## config.mk

```make
export PLATFORM = sky130hd
export DESIGN_NAME = reqStage
export DESIGN_NICKNAME = d
export VERILOG_FILES = /design/src/hw/dcachePkg.sv /design/src/hw/reqStage.sv
export VERILOG_INCLUDE_DIRS = /design/src /design/src/include
export SDC_FILE = /design/constraint.sdc
export NUM_CORES = 1
export LEC_CHECK = 0
export BUFFER_PORTS_ARGS = -buffer_cell sky130_fd_sc_hd__buf_4
export CORE_MARGIN = 10
export CORE_UTILIZATION = 42
export CTS_CLUSTER_DIAMETER = 80
export CTS_CLUSTER_SIZE = 10
export DETAILED_ROUTE_END_ITERATION = 8
export PLACE_DENSITY = 0.78
export SLEW_MARGIN = 20
export SYNTH_ARGS = -nofsm -noshare
export SYNTH_HDL_FRONTEND = slang
export SYNTH_SLANG_ARGS = --single-unit
```

## constraint.sdc

```tcl
create_clock -name clk -period 2.5 [get_ports clk]
set_input_delay 0.25 -clock clk [delete_from_list [all_inputs] [get_ports clk]]
set_output_delay 0.25 -clock clk [all_outputs]
set_load 0.005 [all_outputs]
```

## src/include/dcache_defines.svh

```systemverilog
`ifndef DCACHE_DEFINES_SVH
`define DCACHE_DEFINES_SVH

// address and data widths
`define DC_ADDR_W 32
`define DC_WORD_W 64
`define DC_LINE_W 256

// address split: tag | index | offset
`define DC_OFFSET_W 5
`define DC_INDEX_W 6
`define DC_TAG_W 21

// geometry
`define DC_SETS 64
`define DC_BEATS 4

// one enable bit per byte of a pipeline word
`define DC_MASK_W 8

`endif
```

## src/hw/dcachePkg.sv

```systemverilog
`default_nettype none

`include "dcache_defines.svh"

package dcachePkg;

  // controller states
  typedef enum logic [2:0] {
    IDLE      = 3'd0,
    COMPARE   = 3'd1,
    WRITEBACK = 3'd2,
    REFILLREQ = 3'd3,
    REFILL    = 3'd4,
    REPLACE   = 3'd5
  } cacheState_e;

  typedef enum logic {
    OP_LOAD  = 1'b0,
    OP_STORE = 1'b1
  } memOp_e;

  typedef logic [`DC_ADDR_W-1:0] addr_t;
  typedef logic [`DC_WORD_W-1:0] word_t;
  typedef logic [`DC_LINE_W-1:0] line_t;
  typedef logic [`DC_TAG_W-1:0] tag_t;
  typedef logic [`DC_INDEX_W-1:0] index_t;
  typedef logic [`DC_MASK_W-1:0] byteMask_t;

endpackage

`default_nettype wire

```

## src/hw/reqStage.sv

```systemverilog
`timescale 1ns/1ps
`default_nettype none

module reqStage (
  input  logic                 clk,
  input  logic                 rst_n,
  input  logic                 reqValid_i,
  input  dcachePkg::memOp_e    reqOp_i,
  input  dcachePkg::addr_t     reqAddr_i,
  input  dcachePkg::word_t     wrData_i,
  input  dcachePkg::byteMask_t wrMask_i,
  input  logic                 addrOk_i,
  output logic                 accept_o,
  output dcachePkg::addr_t     heldAddr_o,
  output dcachePkg::memOp_e    heldOp_o,
  output dcachePkg::word_t     heldData_o,
  output dcachePkg::byteMask_t heldMask_o
);
  import dcachePkg::*;

  addr_t     addrQ;
  memOp_e    opQ;
  word_t     dataQ;
  byteMask_t maskQ;

  // request taken only while the controller can take a new address
  assign accept_o = reqValid_i && addrOk_i;

  // address and op select the set and the action, so they start known
  always_ff @(posedge clk or negedge rst_n) begin
    if (!rst_n) begin
      addrQ <= '0;
      opQ   <= OP_LOAD;
    end else if (accept_o) begin
      addrQ <= reqAddr_i;
      opQ   <= reqOp_i;
    end
  end

  // store payload, only meaningful for OP_STORE
  always_ff @(posedge clk) begin
    if (accept_o) begin
      dataQ <= wrData_i;
      maskQ <= wrMask_i;
    end
  end

  // held until the next acceptance, i.e. through a whole miss
  assign heldAddr_o = addrQ;
  assign heldOp_o   = opQ;
  assign heldData_o = dataQ;
  assign heldMask_o = maskQ;

endmodule

`default_nettype wire

```

Word-level counts from Yosys, hierarchy flattened
Cells that the tools add are included.
Storage, ports and cells
  bits in registers: 105
  bits of input ports: 109
  output and inout port bits: 106
  logic and storage cells: 5
Operators by class
  reduce and logical (&&, ||, !) cells: 1
Operators with widths (number)
  logical AND 1 bit: 1

Longest topological paths before layout
  depth after elaboration: 1
  gate-level depth with buffers: 3
  depth with buffers taken out: 2

Worst setup path after synthesis
No wires, ideal clock.
  kind: input to register
  from: in reqValid_i
  to: reg dataQ[0], in the netlist heldData_o[0] (enable)
  data arrival time: 1.970 ns
  required time: 2.072 ns
  slack: 0.102 ns
  cell stages on the path: 3
  buffers on the path: 1
  cells stage by stage: nand2_2 buf_6 inv_1
On the way
  longest elaborated chain between the ends: 1
Ends and longest elaborated chain
  from (decl): RTL line reqStage.sv:7  | input logic reqValid_i,
  logical AND 1 bit: RTL line reqStage.sv:27  | assign accept_o = reqValid_i && addrOk_i;
  via accept_o: RTL line reqStage.sv:13  | output logic accept_o,
  to (signal assigned): RTL line reqStage.sv:43  | dataQ <= wrData_i;
  to (decl): RTL line reqStage.sv:23  | word_t dataQ;
The timed path passes the listed nets, and every way through them passes these cells.
A chain may end at the register's enable or synchronous reset.

Worst setup path in the final report
  from: in reqValid_i
  to: out accept_o
On the way
  longest elaborated chain between the ends: 1
Ends and longest elaborated chain (RTL line)
  logical AND 1 bit: reqStage.sv:27
  to (decl): reqStage.sv:13
No other way between the ends.

==> out/metrics.yaml <==
core_area_sq_um: 8180
drtIter0Drc: 107
rows: 33
drive_above_1_share_pct: 71.5
reg2reg_from: "heldAddr_o[16]"
die_y_microns: 111
grt.total_usage_pct: 16.1
syn_area_sq_um: 3510
worstSetupEndpointType: "output port"
drc: 0
cts_resized: 0
hp-class: "in -> reg"
synthFlopType: "edfxtp_1"
slew_viol_final: 0
synth-edff-count: 72
regArea_sq_um: 2990
setup_viol: 0
instances_no_fill: 481
numPortBuffers: 214
peakVddDrop_mv: 0.367
ys_ff_latch: 105
ys_types: 7
status: "completed"
crit_fanout: 14
hold_path_end: "heldData_o[26]"
holdPathStages: 1
place_ws_ps: 818
hold_violations: 0
grt_start_max_net_pins: 34
die_w_microns: 111
yosysWarnings: 0
cts_sinks: 105
fin_ws_ps: 1120
fillers: 589
netlist_instances: 143
multi_input_area_sq_um: 487
grt_pass1_vias: 2428
finClkSkew_ps: 0
netlist_top_cells_area: "edfxtp_1 62%, dfrtp_1 24%, mux2_4 12%"
yosysTopAreaCell: "edfxtp_1"
synth.avg_cell_area_sq_um: 24.6
cts_tree: "yes"
p_per_area_nw_per_um2: 672
post_cts_buffers: 0
antenna_found_initial: 1
viasPerCell: 4.62
netlist.area_leader.share_pct: 61.6
nets: 479
yosysMostFrequentCell: "edfxtp_1"
overflow: 0
synth_common_cells: "72 x edfxtp_1, 33 x dfrtp_1, 29 x mux2_4"
htreeDepth: 3
fin_tns_setup_ps: 0
cts_buffers: 9
min_period_ps: 1380
num_vias: 2221
cts_root_buf: "clkbuf_8"
cap_viol_max_count: 0
fmax_ghz: 0.724
rsz0062_at_grt: "no"
finalCritPeriodShare_pct: 55.2
cts.path.max_buffers: 2
final_antenna_net_count: 0
ctsHoldBuffers: 1
slew_headroom_pct: 69.5
syn_nets: 252
cp.arrival_ps: 1130
worst_pin_slew_ps: 455
syn2layout_area_growth_pct: 55.0
min_from: "wrData_i[26]"
r2r_end: "heldAddr_o[16]"
dr.pass1.iters: 4
gp_congestion: 0.821
detail_route.wl_per_cell_microns: 21.6
start_util_pct: 43.0
reg2reg_slack_ps: 1730
hpwlAfterDp_microns: 8510
placedCellCount: 463
grt_pass1_wl_microns: 15300
p_leak_nw: 2.49
io_pins: 215
required_ps: 2250
worstSetupStartpointType: "input pin"
path_clk_slew_ps: 100
yosysSeqAreaShare_pct: 85.1
routed_wl_microns: 10400
clock_latency_ps: 350
ys_async_sr_fraction_pct: 31.4
criticalPathCategory: "in -> out"
worstRegToRegCells: 1
dieArea_sq_um: 12400
-- report_power, final --
part | switching [mW] | leakage [nW] | total (mW) | internal (mW)
logic | 0.192 | 1.34 | 0.588 | 0.396
registers | 0.0705 | 1.06 | 2.10 | 2.03
clock network | 0.581 | 0.0913 | 0.967 | 0.386
-- routing by layer --
metal / vias up / share of wire, % / GRT usage (%) / routed length [microns]
met5: - / 0 / 0 / 0
met4: 0 / 1.7 / 5.74 / 178
met3: 11 / 11 / 7.19 / 1130
met2: 140 / 50 / 27.1 / 5210
met1: 1078 / 37 / 17.6 / 3850
li1: 992 / - / - / -
-- layout by cell type, fill, tap and decap left out, drive strengths merged --
master and instances:
clkinv 1, edfxtp 72, clkbuf 10, mux2 33, clkinvlp 1, inv 5
dfrtp 33, nand2 1, dlygate4sd3 1, buf 218, diode 1
-- how the worst max path moves through the flow --
stage | to | startpoint
2_1_floorplan | heldData_o[0] | reqValid_i
3_3_place_gp | heldAddr_o[31] | reqValid_i
3_5_place_dp | heldData_o[58] | reqValid_i
4_1_cts | accept_o | reqValid_i
5_1_grt | accept_o | reqValid_i
6_report | accept_o | reqValid_i
-- state kept, by name (all words and copies together) (netlist names) --
name	flops
heldData_o	64
heldAddr_o	32
heldOp_o	1
heldMask_o	8
-- area by class of cell --
type	instances	area share, %
inverter	1	0.0690
timing repair buffer	219	30.3
clock buffer	10	2.34
multi-input combinational	34	8.94
tap	105	2.41
sequential	105	54.9
antenna	1	0.0460
clock inverter	6	1.03
-- stage by stage --
stage	instance area, sq um	total power, mW	utilization, %	hold slack, ps
after detailed placement	5250	2.74	64.2	215
final	5440	3.66	66.6	65.6
after global placement	5250	2.72	64.2	209
after floorplan	3510	2.30	-	-45.6
after global routing	5440	3.85	66.6	24.0
after CTS	5440	3.70	66.5	43.6
-- logic make-up after synthesis --
family / after synthesis / synth area share, %
muxes: 33 / 13.7
DFF: 105 / 85.1
buffers and inverters: 4 / 1.07
and+or+nand+nor: 1 / 0.178
-- worst max-delay path, cell delays in order --
cell and delay [ps]:
buf_4 110, nand2_2 340, inv_2 220, buf_4 190
(Power assumes the default switching activity.)
