File: config.mk
export PLATFORM = sky130hd
export DESIGN_NAME = missControl
export DESIGN_NICKNAME = d
export VERILOG_FILES = /design/src/hw/dcachePkg.sv /design/src/hw/missControl.sv
export VERILOG_INCLUDE_DIRS = /design/src /design/src/include
export SDC_FILE = /design/constraint.sdc
export NUM_CORES = 1
export LEC_CHECK = 0
export BUFFER_PORTS_ARGS = -buffer_cell sky130_fd_sc_hd__buf_2
export CAP_MARGIN = 20
export CORE_AREA = 2 2 39 41
export DETAILED_ROUTE_END_ITERATION = 12
export DIE_AREA = 0 0 41 43
export HOLD_SLACK_MARGIN = 0.12
export PLACE_DENSITY = 0.54
export SYNTH_ARGS = -nofsm -noshare
export SYNTH_HDL_FRONTEND = slang
export SYNTH_SLANG_ARGS = --single-unit
File: constraint.sdc
create_clock -name clk -period 0.9 [get_ports clk]
set_input_delay 0.135 -clock clk [delete_from_list [all_inputs] [get_ports clk]]
set_output_delay 0.135 -clock clk [all_outputs]
set_load 0.02 [all_outputs]
File: src/include/dcache_defines.svh
`ifndef DCACHE_DEFINES_SVH
`define DCACHE_DEFINES_SVH

// address and data widths
`define DC_ADDR_W 32
`define DC_WORD_W 64
`define DC_LINE_W 256

// address split: tag | index | offset
`define DC_OFFSET_W 5
`define DC_INDEX_W 6
`define DC_TAG_W 21

// geometry
`define DC_SETS 64
`define DC_BEATS 4

// one enable bit per byte of a pipeline word
`define DC_MASK_W 8

`endif
File: src/hw/dcachePkg.sv
`default_nettype none

`include "dcache_defines.svh"

package dcachePkg;

  // controller states
  typedef enum logic [2:0] {
    IDLE      = 3'd0,
    COMPARE   = 3'd1,
    WRITEBACK = 3'd2,
    REFILLREQ = 3'd3,
    REFILL    = 3'd4,
    REPLACE   = 3'd5
  } cacheState_e;

  typedef enum logic {
    OP_LOAD  = 1'b0,
    OP_STORE = 1'b1
  } memOp_e;

  typedef logic [`DC_ADDR_W-1:0] addr_t;
  typedef logic [`DC_WORD_W-1:0] word_t;
  typedef logic [`DC_LINE_W-1:0] line_t;
  typedef logic [`DC_TAG_W-1:0] tag_t;
  typedef logic [`DC_INDEX_W-1:0] index_t;
  typedef logic [`DC_MASK_W-1:0] byteMask_t;

endpackage

`default_nettype wire

File: src/hw/missControl.sv
`timescale 1ns/1ps
`default_nettype none

module missControl (
  input  logic              clk,
  input  logic              rst_n,
  input  logic              accept_i,
  input  logic              hit_i,
  input  dcachePkg::memOp_e heldOp_i,
  input  logic              victimDirty_i,
  input  logic              wrReady_i,
  input  logic              rdReady_i,
  input  logic              rdLast_i,
  output logic              addrOk_o,
  output logic              dataOk_o,
  output logic              storeHit_o,
  output logic              fill_o,
  output logic              refillActive_o,
  output logic              wrReqValid_o,
  output logic              rdReqValid_o
);
  import dcachePkg::*;

  cacheState_e state;
  cacheState_e stateNext;
  logic        compareHit;

  assign compareHit = (state == COMPARE) && hit_i;

  always_ff @(posedge clk or negedge rst_n) begin
    if (!rst_n) begin
      state <= IDLE;
    end else begin
      state <= stateNext;
    end
  end

  always_comb begin
    stateNext = state;
    case (state)
      IDLE: begin
        if (accept_i) begin
          stateNext = COMPARE;
        end
      end
      COMPARE: begin
        if (hit_i) begin
          // a request taken in this cycle is looked up next cycle
          stateNext = accept_i ? COMPARE : IDLE;
        end else if (victimDirty_i) begin
          stateNext = WRITEBACK;
        end else begin
          stateNext = REFILLREQ;
        end
      end
      WRITEBACK: begin
        if (wrReady_i) begin
          stateNext = REFILLREQ;
        end
      end
      REFILLREQ: begin
        if (rdReady_i) begin
          stateNext = REFILL;
        end
      end
      REFILL: begin
        // last beat lands in the buffer on this edge
        if (rdLast_i) begin
          stateNext = REPLACE;
        end
      end
      REPLACE: begin
        stateNext = COMPARE;
      end
      default: begin
        stateNext = IDLE;
      end
    endcase
  end

  // new address only when idle or when the current lookup hits
  assign addrOk_o = (state == IDLE) || compareHit;
  assign dataOk_o = compareHit;

  // store hits write the line and mark it dirty
  assign storeHit_o = compareHit && (heldOp_i == OP_STORE);
  assign fill_o     = (state == REPLACE);

  assign refillActive_o = (state == REFILL);

  // memory strobes are levels, held until the ready cycle
  assign wrReqValid_o = (state == WRITEBACK);
  assign rdReqValid_o = (state == REFILLREQ);

endmodule

`default_nettype wire

After elaboration in Yosys (flattened, before gate mapping)
Cells that the tools add are included.
{ "word_totals": {"input_bits": 9, "wordCells": 23, "out_inout_bits": 7, "regBits": 3} }
{ "op_classes": {"eq_ne": 9, "n_reduce_logical": 5, "muxes": 8} }
{ "op_table": {"columns": ["cell", "n"], "rows": [
  ["case mux 3 bit (6 select lines)", 1],
  ["2-to-1 mux 3 bit", 4],
  ["!= test 2 bit, second input constant", 4],
  ["equality test 3 x 2 -> 1 bit, second input constant", 2],
  ["equality test 3 bit, second input constant", 2],
  ["AND reduction 4 bit", 1],
  ["equality test 3 x 1 -> 1 bit, second input constant", 1],
  ["zero test 3 bit", 1],
  ["logical AND 1 bit", 2],
  ["2-to-1 mux 1 bit", 2],
  ["2-to-1 mux 2 bit", 1],
  ["logical OR 1 bit", 1]
]} }

Logic depth before layout (Yosys ltp)
{ "depth": {"ltp_word": 3, "mapped_depth": 4} }

Worst setup path after synthesis
Ideal clock, no wire load.
{ "synth_timing": {"path_type": "register -> output", "from": "register state[2]", "to": "output port storeHit_o", "t_required_ns": 0.765, "path_stages_with_launch": 5, "arrival_ns": 1.129, "path_slack_ns": -0.364, "path_cell_list": "dfrtp_1 > buf_6 > nor2_2 > and3_1 > and2_1"} }
{ "synth_between": {"elab_chain_cells": 3} }
{ "synth_lines": {"columns": ["item", "line_no", "rtl"], "rows": [
  ["from (decl)", "missControl.sv:24", "cacheState_e state;"],
  ["from (signal assigned)", "missControl.sv:34", "state <= stateNext;"],
  ["equality test 3 x 1 -> 1 bit", "missControl.sv:28", "assign compareHit = (state == COMPARE) && hit_i;"],
  ["logical AND 1 bit", "missControl.sv:28", null],
  ["named net dataOk_o", "missControl.sv:15", "output logic dataOk_o,"],
  ["logical AND 1 bit", "missControl.sv:86", "assign storeHit_o = compareHit && (heldOp_i == OP_STORE);"],
  ["to (decl)", "missControl.sv:16", "output logic storeHit_o,"]
]} }
The timed path passes the listed nets, and every way through them passes these cells.

Final worst setup path
{ "layout_timing": {"from": "register state[2]", "to": "output port storeHit_o"} }
{ "layout_between": {"elab_chain_cells": 3} }
{ "layout_lines": {"columns": ["item", "line_no"], "rows": [
  ["equality test 3 x 1 -> 1 bit", "missControl.sv:28"],
  ["logical AND 1 bit", "missControl.sv:28"],
  ["logical AND 1 bit", "missControl.sv:86"]
]} }
Every way passes these cells.

==> flow_metrics.tcl <==
set metrics [dict create \
    status "finished, violations left" \
    violations "setup timing" \
    antenna_found_initial 0 \
    num_rows 14 \
    period_share 1.500 \
    ys_types 20 \
    synth_xor_area_frac 0 \
    synth_top_area_frac 0.2885 \
    postRouteAntennaNets 0 \
    drc 0 \
    synth_seq_cells 3 \
    ioPinCount 16 \
    worstHoldPathType "in -> reg" \
    cp_max_fo 5 \
    cts_max_path_buffers 2 \
    finalSetupViolations 10 \
    powerDensity_mw_per_mm2 3740 \
    num_antenna_cells 0 \
    core_mm2 0.001384 \
    layout_common_cells "buf_4 (15), buf_2 (8), buf_6 (4)" \
    synth_top_family_by_area "simple AND/OR/NAND/NOR gates" \
    dieArea_mm2 0.001763 \
    report.power.total_mw 2.059 \
    synth_mux_area_frac 0 \
    syn_nets 39 \
    final_nets 69 \
    dr.first_iter.drc_count 4 \
    synth_seq_area_share 0.2885 \
    hold_path_depth 2 \
    fmax_mhz 740.9 \
    tritoncts "yes" \
    die_x_um 41 \
    finalClockSkew_ns 0.006130 \
    grt_use_total 0.1107 \
    place_hpwl_um 541.7 \
    gp_congestion 0.6869 \
    hold_path_end "state[1]" \
    p_leak_nw 0.2580 \
    final_common_cell "buf_4" \
    yosys.area_share.simple 0.3846 \
    clk_pin_slew_ns 0.04 \
    htree_levels 1 \
    slew_headroom 0.8100 \
    drt-wirelength-per-cell_um 11.52 \
    overflow 0 \
    min_from "rdReady_i" \
    endpoint_kind "output pin" \
    regMostFlops "state" \
    largest_reg_flops 3 \
    cts_sinks 3 \
    reg_top3 "state: 3 flops" \
    holdWs_ns 0.1614 \
    r2r_end "state[0]" \
    synth_compound_area_frac 0.2115 \
    syn_inst 30 \
    layout_min_cycle_time_ns 1.350 \
    firstDrtPassIters 2 \
    setup_slack_ns -0.4497 \
    drv_cap 0 \
    fp.dieH_um 43 \
    critPathKind "reg -> out" \
    root_buffer "clkbuf_4" \
    synth_area_um2 260.3 \
    rsz0062_at_grt "true" \
    rrSetupSlack_ns -0.25 \
    cp_data_arrival_time_ns 1.21 \
    synth_adder_area_share 0 \
    synth_warnings 0 \
    num_vias 316 \
    worst_pin_slew_ns 0.2806 \
    drive_above_1_share 0.7797 \
    reg2reg_depth 4 \
    grt_pass1_wl_um 1248 \
    slew_viol_final 0 \
    syn_avg_cell_area_um2 8.675 \
    ir_drop_uv 1068 \
    worstPathRequired_ns 0.76 \
    io_buffer_count 15 \
    numCtsBuffers 3 \
    yosysTopAreaCell "dfrtp_1" \
    clock_latency_ns 0.24 \
    grt_pass1_vias 329 \
    r2r_start "state[0]" \
    start_util 0.1881 \
    grt_max_degree 7 \
    area_growth_pct 111.5 \
    via_per_inst 4.213 \
    ys_top_cells_by_area "dfrtp_1 (29%), nand2b_1 (7.2%), nor2b_1 (7.2%)" \
    drt_wl_total_um 864 \
    hold_viol 0 \
    critPathLaunchType "register" \
]
worst max path at each step:
stage	startpoint	to	cells after the start	slack [ns]
after floorplan	state[2]	storeHit_o	4	-0.21
after global placement	state[1]	storeHit_o	4	-0.27
after detailed placement	state[1]	storeHit_o	4	-0.28
after CTS	state[1]	storeHit_o	4	-0.46
after global routing	state[1]	refillActive_o	3	-0.51
final	state[2]	storeHit_o	4	-0.45
power by group:
| group | leakage [nW] | internal, mW | switching [mW] | total, mW |
|---|---|---|---|---|
| clock | 0.0150 | 0.167 | 0.0866 | 0.254 |
| combinational | 0.209 | 0.823 | 0.635 | 1.46 |
| sequential | 0.0336 | 0.217 | 0.131 | 0.347 |
| total | 0.258 | 1.21 | 0.852 | 2.06 |
per-layer routing:
layer  vias to the layer above  track usage  share of wire
met2                        11       0.1813           0.55
met1                       144       0.1068           0.39
li1                        161            -              -
met3                         0      0.02094          0.064
met5                         -            0              0
met4                         0       0.1000              0
area by class of cell:
| class | instances | area, um2 |
|---|---|---|
| multi-input combinational | 23 | 214.0 |
| inverter | 1 | 3.754 |
| clock buffer | 4 | 26.28 |
| tap | 16 | 20.02 |
| fill | 140 | 833.3 |
| sequential | 3 | 78.83 |
| timing repair buffer | 28 | 207.7 |
cell usage after synthesis:
cell / count
a31o_2: 1
o21ai_1: 1
o311ai_1: 1
nor3b_2: 1
nor2b_1: 3
and2b_1: 1
buf_4: 2
and3_1: 1
nand2b_1: 3
nor3_1: 1
o211ai_1: 1
buf_6: 1
and2_1: 1
nor3b_1: 1
a21oi_1: 2
dfrtp_1: 3
a311oi_2: 1
nor2_1: 3
nor2_2: 1
inv_1: 1
logic make-up after synthesis:
kind of cell / count (synthesis)
simple gates: 16
buf+inv: 4
compound gates: 7
flops: 3
critical path, cell delays in order (launching register included):
cell and delay (ns):
dfrtp_2 0.44, nor2_4 0.12, and3_4 0.18, and2_4 0.13, buf_6 0.11
stage by stage:
stage                     setup TNS, ns  instance area [um2]  setup WS (ns)  cells  utilization
after floorplan                  -1.067                307.8        -0.2092     30            -
after global placement           -1.955                421.7        -0.2682     65       0.3047
final                            -3.271                550.5        -0.4497     75       0.3978
after global routing             -3.743                550.5        -0.5067     75       0.3978
after detailed placement         -1.993                421.7        -0.2839     65       0.3047
after CTS                        -3.407                505.5        -0.4587     73       0.3653
timing repair:
| action | in CTS | in global routing |
|---|---|---|
| buffers inserted | 3 | 2 |
| pin swaps | 2 | 0 |
| resized for setup | 10 | 7 |
| endpoints found under the setup margin | 10 | 10 |
| hold buffers | 1 | 0 |
| hold endpoints to repair | 3 | 0 |
Note: power is estimated with default switching activity, not from simulation.
