`src/include/dcache_defines.svh`:
```
`ifndef DCACHE_DEFINES_SVH
`define DCACHE_DEFINES_SVH

// address and data widths
`define DC_ADDR_W 32
`define DC_WORD_W 64
`define DC_LINE_W 256

// address split: tag | index | offset
`define DC_OFFSET_W 5
`define DC_INDEX_W 6
`define DC_TAG_W 21

// geometry
`define DC_SETS 64
`define DC_BEATS 4

// one enable bit per byte of a pipeline word
`define DC_MASK_W 8

`endif
```
`src/hw/dcachePkg.sv`:
```
`default_nettype none

`include "dcache_defines.svh"

package dcachePkg;

  // controller states
  typedef enum logic [2:0] {
    IDLE      = 3'd0,
    COMPARE   = 3'd1,
    WRITEBACK = 3'd2,
    REFILLREQ = 3'd3,
    REFILL    = 3'd4,
    REPLACE   = 3'd5
  } cacheState_e;

  typedef enum logic {
    OP_LOAD  = 1'b0,
    OP_STORE = 1'b1
  } memOp_e;

  typedef logic [`DC_ADDR_W-1:0] addr_t;
  typedef logic [`DC_WORD_W-1:0] word_t;
  typedef logic [`DC_LINE_W-1:0] line_t;
  typedef logic [`DC_TAG_W-1:0] tag_t;
  typedef logic [`DC_INDEX_W-1:0] index_t;
  typedef logic [`DC_MASK_W-1:0] byteMask_t;

endpackage

`default_nettype wire

```
`src/hw/refillBuffer.sv`:
```
`timescale 1ns/1ps
`default_nettype none

`include "dcache_defines.svh"

module refillBuffer (
  input  logic             clk,
  input  logic             rst_n,
  input  logic             refillActive_i,
  input  logic             rdBeatValid_i,
  input  dcachePkg::word_t rdBeatData_i,
  output dcachePkg::line_t fillLine_o
);
  import dcachePkg::*;

  logic [$clog2(`DC_BEATS)-1:0] beatCnt;
  line_t                        lineBuf;
  logic                         beatTake;

  assign beatTake = refillActive_i && rdBeatValid_i;

  // wraps to zero after the last beat, ready for the next refill
  always_ff @(posedge clk or negedge rst_n) begin
    if (!rst_n) begin
      beatCnt <= '0;
    end else if (beatTake) begin
      beatCnt <= beatCnt + 1'b1;
    end
  end

  // lowest word first
  always_ff @(posedge clk) begin
    if (beatTake) begin
      lineBuf[beatCnt*`DC_WORD_W +: `DC_WORD_W] <= rdBeatData_i;
    end
  end

  assign fillLine_o = lineBuf;

endmodule

`default_nettype wire

```
`config.mk`:
```
export PLATFORM = sky130hd
export DESIGN_NAME = refillBuffer
export DESIGN_NICKNAME = d
export VERILOG_FILES = /design/src/hw/dcachePkg.sv /design/src/hw/refillBuffer.sv
export VERILOG_INCLUDE_DIRS = /design/src /design/src/include
export SDC_FILE = /design/constraint.sdc
export NUM_CORES = 1
export LEC_CHECK = 0
export BUFFER_PORTS_ARGS = -buffer_cell sky130_fd_sc_hd__clkbuf_2
export CAP_MARGIN = 20
export CELL_PAD_IN_SITES_DETAIL_PLACEMENT = 1
export CELL_PAD_IN_SITES_GLOBAL_PLACEMENT = 2
export CORE_MARGIN = 5
export CORE_UTILIZATION = 30
export DETAILED_ROUTE_END_ITERATION = 10
export PLACE_DENSITY = 0.78
export SYNTH_ARGS = -nofsm -noshare
export SYNTH_HDL_FRONTEND = slang
export SYNTH_SLANG_ARGS = --single-unit
```
`constraint.sdc`:
```
create_clock -name clk -period 4.7 [get_ports clk]
set_input_delay 0.47 -clock clk [delete_from_list [all_inputs] [get_ports clk]]
set_output_delay 0.47 -clock clk [all_outputs]
set_load 0.01 [all_outputs]
```
* Word level (Yosys, flattened, before mapping)
Index checks and enable logic that the tools add are counted.
** Storage, ports and cells
- Flip-flop bits (word level) :: 258
- Input bits :: 68
- Output and inout port bits :: 256
- Logic and storage cells :: 8
** Cells by class
- Add/subtract/negate cells :: 2
- Shift operators :: 2
- Multiplexer cells :: 1
- Reductions and logical operators :: 1
** Operator list (number)
- bitwise mux 256 bit :: 1
- variable shift 64 x 34 -> 256 bit, first input constant :: 1
- indexed part select 64 x 34 -> 256 bit :: 1
- negator 8 -> 34 bit :: 1
- adder 2 x 1 -> 2 bit, second input constant :: 1
- logical AND 1 bit :: 1

* Logic depth before layout (Yosys ltp)
Gate-level depths: netlist of the first run.
- Depth after elaboration :: 3
- Gate-level depth with buffers :: 7
- Gate-level depth less buffers :: 4

* Worst setup path after synthesis of the first run
OpenSTA, ideal clock, no wires.
- Path type :: reg-to-reg
- Start :: register beatCnt[0] (netlist name)
- End :: register lineBuf[0], in the netlist fillLine_o[0] (enable)
- Library setup time :: 0.429 ns
- Arrival :: 2.461 ns
- Data required time :: 4.271 ns
- Path slack :: 1.810 ns
- Cell stages (with the launch flop) :: 4
- Path buffers :: 0
- Period minus slack after synthesis :: 2.890 ns
- Path through :: dfrtp_1 > inv_1 > ha_1 > and3_1
** RTL lines
- end signal, assigned by index :: line refillBuffer.sv:34 : lineBuf[beatCnt*`DC_WORD_W +: `DC_WORD_W] <= rdBeatData_i;
- end, declared :: line refillBuffer.sv:17 : line_t lineBuf;

* Worst setup path in the final report of the first run
- Start :: register beatCnt[0]
- End :: register lineBuf[118], in the netlist fillLine_o[118], data pin
** Between the ends
- Word-level cells in the longest chain between the ends :: 3
- Elaborated cells on any way between the ends :: 4
- Classes of those cells :: add/sub: 1; shift: 2; mux: 1
** Ends and longest elaborated chain
- start, declared :: line refillBuffer.sv:16 : logic [$clog2(`DC_BEATS)-1:0] beatCnt;
- start signal, assigned :: line refillBuffer.sv:27 : beatCnt <= beatCnt + 1'b1;
- negator 8 -> 34 bit (*) :: line refillBuffer.sv:34
- indexed part select 64 x 34 -> 256 bit or variable shift 64 x 34 -> 256 bit (tied branches) :: line refillBuffer.sv:34
- bitwise mux 256 bit (*) :: line refillBuffer.sv:34
Every way passes the cells marked *; elsewhere a longest branch is shown, timed or not.
A chain may end at the register's enable or synchronous reset.

==> results.json, run 1 <==
{
  "grt_first_pass_wirelength_mm": 41.72,
  "grt_util_met1": 0.1772,
  "final_antenna_net_count": 0,
  "unrepaired_setup_endpoints_after_global_routing": "false",
  "clock_tree.root_cell": "sky130_fd_sc_hd__clkbuf_16",
  "clk_buf_depth": 3,
  "synth_top_area_cell": "sky130_fd_sc_hd__edfxtp_1",
  "worstPathRequired_ns": 5.10,
  "firstDrtPassIters": 4,
  "synthTopCellsByArea": "sky130_fd_sc_hd__edfxtp_1 (79%), sky130_fd_sc_hd__and3_1 (8.3%), sky130_fd_sc_hd__and2_1 (8.2%)",
  "die_area_um2": 36150,
  "finalCriticalPeriod_ns": 2.700,
  "synth_cells": 573,
  "synth_enable_flop_cells": 256,
  "grt-busiest-layer": "met2",
  "clk_pin_slew_worst_paths_ns": 0.06,
  "vias_in_the_first_global_route": 6508,
  "synth.distinct_cells": 23,
  "final-hold-violation-count": 0,
  "globalRoute.totalOverflow": 0,
  "main_combinational_cell_family_by_area_after_synthesis": "simple AND/OR/NAND/NOR gates",
  "ys_seq_elements": 258,
  "drc_errors": 0,
  "critPathSlowestCell": "sky130_fd_sc_hd__and2b_2",
  "fin_crit_sh": 0.5744,
  "hold_buffers": 1,
  "cellLeakagePower_nw": 5.354,
  "worst_slew_margin_rel": 0.3012,
  "count_of_buffers_from_port_buffering": 323,
  "arrival_ns": 3.10,
  "synth.yosys.seq_area_share": 0.7950,
  "synth-compound-area-share": 0,
  "antenna_cells_inserted": 0,
  "max_cap_viol_count": 0,
  "share_of_synthesized_cell_area_in_and_or_nand_and_nor_gates": 0.1744,
  "floorplan.io_pins": 324,
  "async_reset_ff_frac": 0.007752,
  "timing.fmax_ghz": 0.3704,
  "dieHeight_um": 190.1,
  "hpwl_mm": 19.26,
  "gr-usage-all-layers": 0.1502,
  "timing_max_transition_violations_final": 0,
  "status": "finished clean",
  "postCtsSetupRepairBufs": 0,
  "antenna_found_initial": 1,
  "synth_xor_xnor_area_share": 0.0008999,
  "num_rows": 66,
  "setup_viol": 0,
  "yosys_warnings": 0,
  "max-vdd-ir-drop_mv": 0.4646,
  "vias": 6055,
  "dieWidth_um": 190.1,
  "wirelength_mm": 28.34,
  "post_cts_resize_count": 0,
  "syn-mean-instance-area_um2": 16.99,
  "worst_setup_path_end_kind": "flop",
  "grt_util_met3": 0.05211,
  "crit_type": "flop to flop",
  "numClockSinks": 258,
  "power.total_w": 0.006955,
  "tightestPinTransition_ns": 1.048,
  "detail_route.wl_per_cell_um": 20.90,
  "post_route_cells_drive_above_1_share": 0.4092,
  "via_per_inst": 4.465,
  "synth_top_cell_area_share": 0.7898,
  "cp_cell_sequence": "inv_1 > ha_1 > and2b_2 > buf_4 > and3_1",
  "cts-htree-levels": 1,
  "fin_tns_setup_ns": 0,
  "drt-initial-drc-count": 395,
  "crit_path_max_incr_delay_ns": 0.81,
  "initial_core_util": 0.3014,
  "final_common_cell": "sky130_fd_sc_hd__clkbuf_2",
  "postSynthNetCount": 646,
  "layout-area-overhead-vs-synth_pct": 30.00,
  "syn_area_um2": 9733,
  "most-common-layout-cells": "sky130_fd_sc_hd__clkbuf_2 (323), sky130_fd_sc_hd__edfxtp_1 (256), sky130_fd_sc_hd__and2_1 (127)",
  "core-area_um2": 32290,
  "worstSkewPairLatency_ns": 0.54,
  "synth.mux.area_fraction": 0.001157,
  "worst-path-max-fanout": 48,
  "fin_nets": 969,
  "min-delay-path-class": "input port to async pin",
  "synth-main-ff-cell": "sky130_fd_sc_hd__edfxtp_1",
  "synth-adder-area-share": 0.006428,
  "cts_made_buffers": 29,
  "met2_routing_resource_usage_after_global_routing": 0.2622,
  "timing.clock.skew_ns": 0.006333,
  "largest_net_degree_at_the_start_of_global_routing": 75,
  "cts_tree": "yes",
  "place_congestion": 0.7417,
  "power-per-cell-area_nw_per_um2": 549.7,
  "startpoint_type_of_the_worst_setup_path": "flop"
}
[synth_stat cells (2+ instances only)]
master and n:
sky130_fd_sc_hd__and2_1 127, sky130_fd_sc_hd__and3_1 129, sky130_fd_sc_hd__buf_6 4, sky130_fd_sc_hd__clkbuf_1 12, sky130_fd_sc_hd__clkbuf_2 21, sky130_fd_sc_hd__dfrtp_1 2, sky130_fd_sc_hd__edfxtp_1 256, sky130_fd_sc_hd__ha_1 5
sky130_fd_sc_hd__inv_1 2, sky130_fd_sc_hd__nor3_1 2
[final cells by class]
cell class                      count  area [µm²]
Fill cell                        3402       19640
Sequential cell                   258        7737
Multi-Input combinational cell    274        1817
Timing Repair Buffer              331        1679
Clock buffer                       39       763.2
Tap cell                          442       553.0
Clock inverter                     10       96.34
Inverter                            2       7.507
[routing by layer]
layer,share of wire,up-vias
li1,-,2763
met1,0.38,3022
met2,0.51,222
met3,0.087,46
met4,0.024,2
met5,0.00046,-
[power by group]
group          total [W]  switching, W  leakage (nW)  internal [W]
clock            0.00210      0.000868         0.415       0.00123
sequential       0.00307     0.0000835          2.35       0.00299
combinational    0.00178       0.00123          2.59      0.000556
total            0.00696       0.00218          5.35       0.00478
[critical path: cells and delay by family (launching register included)]
family	cells	cell delay, ns
simple gates	2	0.99
flops	1	0.54
buf+inv	2	0.49
fa+ha+maj	1	0.49
[cells by family after synthesis]
logic type | Yosys count
multiplexers | 1
XOR/XNOR | 1
flip-flops | 258
buffers and inverters | 41
adder cells (fa/ha/maj) | 5
AND/OR/NAND/NOR | 267
[stage by stage]
step                setup WS, ns  utilization  std cells  hold WS [ns]  area (µm²)
global route               1.781       0.3919       1356        0.2298       12650
finish                     2.000       0.3919       1356        0.2479       12650
CTS                        1.930       0.3919       1356        0.2117       12650
detailed placement         1.934       0.3650       1306        0.2592       11780
global placement           2.082       0.3650       1306        0.2587       11780
floorplan                  1.810            -        573        0.1744        9733
[state kept, by name, indices dropped and copies added (netlist names)]
name        flops
fillLine_o    256
beatCnt         2
[final timing paths]
path / slack [ns] / cells after the start / from / to
hold / removal: 0.25 / 2 / rst_n / beatCnt[0]$_DFFE_PN0P_
max in group asynchronous: 4.36 / 2 / rst_n / beatCnt[1]$_DFFE_PN0P_
setup reg to reg: 2.00 / 5 / beatCnt[0]$_DFFE_PN0P_ / fillLine_o[118]$_DFFE_PP_
min in group clk: 0.25 / 2 / rdBeatData_i[35] / fillLine_o[163]$_DFFE_PP_
hold reg to reg: 0.59 / 1 / beatCnt[1]$_DFFE_PN0P_ / beatCnt[1]$_DFFE_PN0P_
setup / recovery: 2.00 / 5 / beatCnt[0]$_DFFE_PN0P_ / fillLine_o[118]$_DFFE_PP_
No activity file was read; power rests on OpenSTA's default activity.
==> run 2, diff against run 1 <==
ABC_AREA = 1   (was unset)
PLACE_DENSITY = 0.81   (was 0.78)
clock period = 2.62 ns   (was 4.7 ns; I/O delays follow)
==> results.json, run 2 <==
{
  "path_delay_family": "buffers and inverters",
  "synth.yosys.seq_area_share": 0.7686,
  "hold_buffers": 3,
  "max-vdd-ir-drop_mv": 0.4846,
  "cellLeakagePower_nw": 5.135,
  "synth_cells": 792,
  "worst_slew_margin_rel": 0.4845,
  "place_congestion": 0.8150,
  "count_of_buffers_from_port_buffering": 323,
  "fin_nets": 1184,
  "crit-reg2reg-capture": "fillLine_o[187]$_DFFE_PP_",
  "timing_max_transition_violations_final": 0,
  "die_area_um2": 37320,
  "largest_reg_flops": 256,
  "clk_pin_slew_worst_paths_ns": 0.06,
  "post_route_cells_drive_above_1_share": 0.3466,
  "cts_made_buffers": 29,
  "timing.critical_path.buf_inv": 3,
  "min-delay-path-class": "input port to async pin",
  "topRoutingLayerUsed": "met4",
  "postSynthNetCount": 865,
  "detail_route.wl_per_cell_um": 22.78,
  "gr-usage-all-layers": 0.1848,
  "worst-path-max-fanout": 38,
  "largest_net_degree_at_the_start_of_global_routing": 66,
  "synth_enable_flop_cells": 256,
  "final_antenna_net_count": 0,
  "timing.clock.skew_ns": 0.01629,
  "syn_area_um2": 10070,
  "cp_cell_sequence": "buf_4 > buf_4 > nor2_1 > nand2_2 > buf_4 > nor2_1",
  "status": "finished clean",
  "num_rows": 67,
  "syn-mean-instance-area_um2": 12.71,
  "rr_startpoint": "beatCnt[0]$_DFFE_PN0P_",
  "tightestPinTransition_ns": 0.7733,
  "critPathSlowestCell": "sky130_fd_sc_hd__buf_4",
  "fin_crit_sh": 0.7938,
  "async_reset_ff_frac": 0.007752,
  "floorplan.io_pins": 324,
  "synth_top_cell_area_share": 0.7636,
  "unrepaired_setup_endpoints_after_global_routing": "false",
  "pre_cts_ws_ns": 0.5596,
  "final_common_cell": "sky130_fd_sc_hd__clkbuf_2",
  "setup_viol": 0,
  "final-hold-violation-count": 0,
  "postCtsSetupRepairBufs": 0,
  "layoutNonFillerInstCount": 1583,
  "clk_buf_depth": 3,
  "crit_path_frequent_cell": "sky130_fd_sc_hd__buf_4",
  "worstSkewPairLatency_ns": 0.56,
  "yosys.cell_count.top_type": "sky130_fd_sc_hd__nor2_1",
  "worstPathRequired_ns": 2.91,
  "initial_core_util": 0.3017,
  "vias": 7489,
  "grt_first_pass_wirelength_mm": 50.89,
  "finalCriticalPeriod_ns": 2.080,
  "dieWidth_um": 193.2,
  "cts-htree-levels": 1,
  "firstDrtPassIters": 5,
  "clock_tree.root_cell": "sky130_fd_sc_hd__clkbuf_16",
  "cts_tree": "yes",
  "ys_seq_elements": 258,
  "filler_cell_count": 3699,
  "crit_type": "flop to flop",
  "r2r_cells": 6,
  "synthTopCellsByArea": "sky130_fd_sc_hd__edfxtp_1 (76%), sky130_fd_sc_hd__nor2_1 (9.7%), sky130_fd_sc_hd__nand3_1 (6.4%)",
  "timing.fmax_ghz": 0.4808,
  "most-common-layout-cells": "sky130_fd_sc_hd__clkbuf_2 (323), sky130_fd_sc_hd__nor2_1 (257), sky130_fd_sc_hd__edfxtp_1 (256)",
  "postLayoutSetupSlackWorst_ns": 0.5403,
  "worst_setup_path_end_kind": "flop",
  "post_cts_resize_count": 0,
  "fin_tns_setup_ns": 0,
  "layout-area-overhead-vs-synth_pct": 30.72,
  "dr_wl_met3_mm": 2.328,
  "max_cap_viol_count": 0,
  "synth.top_cells.by_count": "sky130_fd_sc_hd__nor2_1 (261), sky130_fd_sc_hd__edfxtp_1 (256), sky130_fd_sc_hd__nand3_1 (128)",
  "hpwl_mm": 26.21,
  "globalRoute.totalOverflow": 0,
  "final_area_um2": 13160,
  "yosys_warnings": 0,
  "synth.distinct_cells": 13,
  "met1_length_mm": 16.44,
  "power.total_w": 0.01183,
  "via_per_inst": 4.731,
  "drt-initial-drc-count": 569,
  "dieHeight_um": 193.2,
  "core-area_um2": 33360,
  "antenna_found_initial": 0,
  "startpoint_type_of_the_worst_setup_path": "flop",
  "drc_errors": 0,
  "crit_path_max_incr_delay_ns": 0.41,
  "arrival_ns": 2.37,
  "dpl.cell_count": 1525,
  "numClockSinks": 258,
  "wirelength_mm": 36.07,
  "wl_met2_mm": 15.95,
  "register_to_register_setup_slack_ns": 0.54,
  "vias_in_the_first_global_route": 7615,
  "placed_instance_area_um2": 12200,
  "synth-main-ff-cell": "sky130_fd_sc_hd__edfxtp_1",
  "power-per-cell-area_nw_per_um2": 899.1,
  "synth_top_area_cell": "sky130_fd_sc_hd__edfxtp_1"
}
run 2: changes by cell type after synthesis, moves of 4 or more:
cell,change
sky130_fd_sc_hd__nor2_1,+260
sky130_fd_sc_hd__and3_1,-129
sky130_fd_sc_hd__nand3_1,+128
sky130_fd_sc_hd__and2_1,-127
sky130_fd_sc_hd__nand2_1,+68
sky130_fd_sc_hd__buf_2,+39
sky130_fd_sc_hd__clkbuf_2,-21
sky130_fd_sc_hd__buf_4,+15
sky130_fd_sc_hd__clkbuf_1,-10
sky130_fd_sc_hd__buf_6,-4
sky130_fd_sc_hd__inv_1,+4
sky130_fd_sc_hd__nand2_2,+4
run 2: power by group:
group          leakage [nW]  internal (W)  switching [W]
registers              2.42       0.00493      0.0000834
logic                  2.26      0.000679        0.00212
clock network         0.451       0.00233        0.00169
total                  5.13       0.00794        0.00389
run 2: final cells by class:
type                            instances  area [µm²]  area share
Clock buffer                           37       755.7     0.05743
Clock inverter                         17       168.9     0.01284
Antenna cell                            1       2.502   0.0001902
Timing Repair Buffer                  346        1897      0.1441
Sequential cell                       258        7739      0.5880
Multi-Input combinational cell        468        2004      0.1523
Tap cell                              448       560.5     0.04259
Inverter                                8       32.53    0.002472
run 2: how the worst max path moves through the flow:
stage | startpoint | to | cells after the start
floorplan | beatCnt[0]$_DFFE_PN0P_ | fillLine_o[0]$_DFFE_PP_ | 4
global placement | beatCnt[0]$_DFFE_PN0P_ | fillLine_o[165]$_DFFE_PP_ | 6
detailed placement | beatCnt[0]$_DFFE_PN0P_ | fillLine_o[133]$_DFFE_PP_ | 6
CTS | beatCnt[0]$_DFFE_PN0P_ | fillLine_o[186]$_DFFE_PP_ | 6
global route | beatCnt[0]$_DFFE_PN0P_ | fillLine_o[32]$_DFFE_PP_ | 6
finish | beatCnt[0]$_DFFE_PN0P_ | fillLine_o[187]$_DFFE_PP_ | 6
run 2: cell families (layout without fill, tap and decap cells):
family                   Yosys count  after routing  share of synthesized area
AND/OR/NAND/NOR                  462            462                     0.1892
other                              0              1                          0
buffers and inverters             66            408                    0.03555
AO/OA/AOI/OAI                      1              1                  0.0004967
flip-flops                       258            258                     0.7686
adder cells (fa/ha/maj)            5              5                   0.006214
run 2: routing by layer:
layer,up-vias,track usage
met5,-,0
met4,0,0.05991
met3,62,0.03673
met2,273,0.2835
met1,3775,0.2651
li1,3379,-
run 2: stage by stage:
| step | hold WS (ns) | util |
|---|---|---|
| finish | 0.06850 | 0.3944 |
| global route | 0.03216 | 0.3944 |
| floorplan | -0.03359 | - |
| CTS | 0.02675 | 0.3944 |
| global placement | 0.05621 | 0.3657 |
| detailed placement | 0.05746 | 0.3657 |
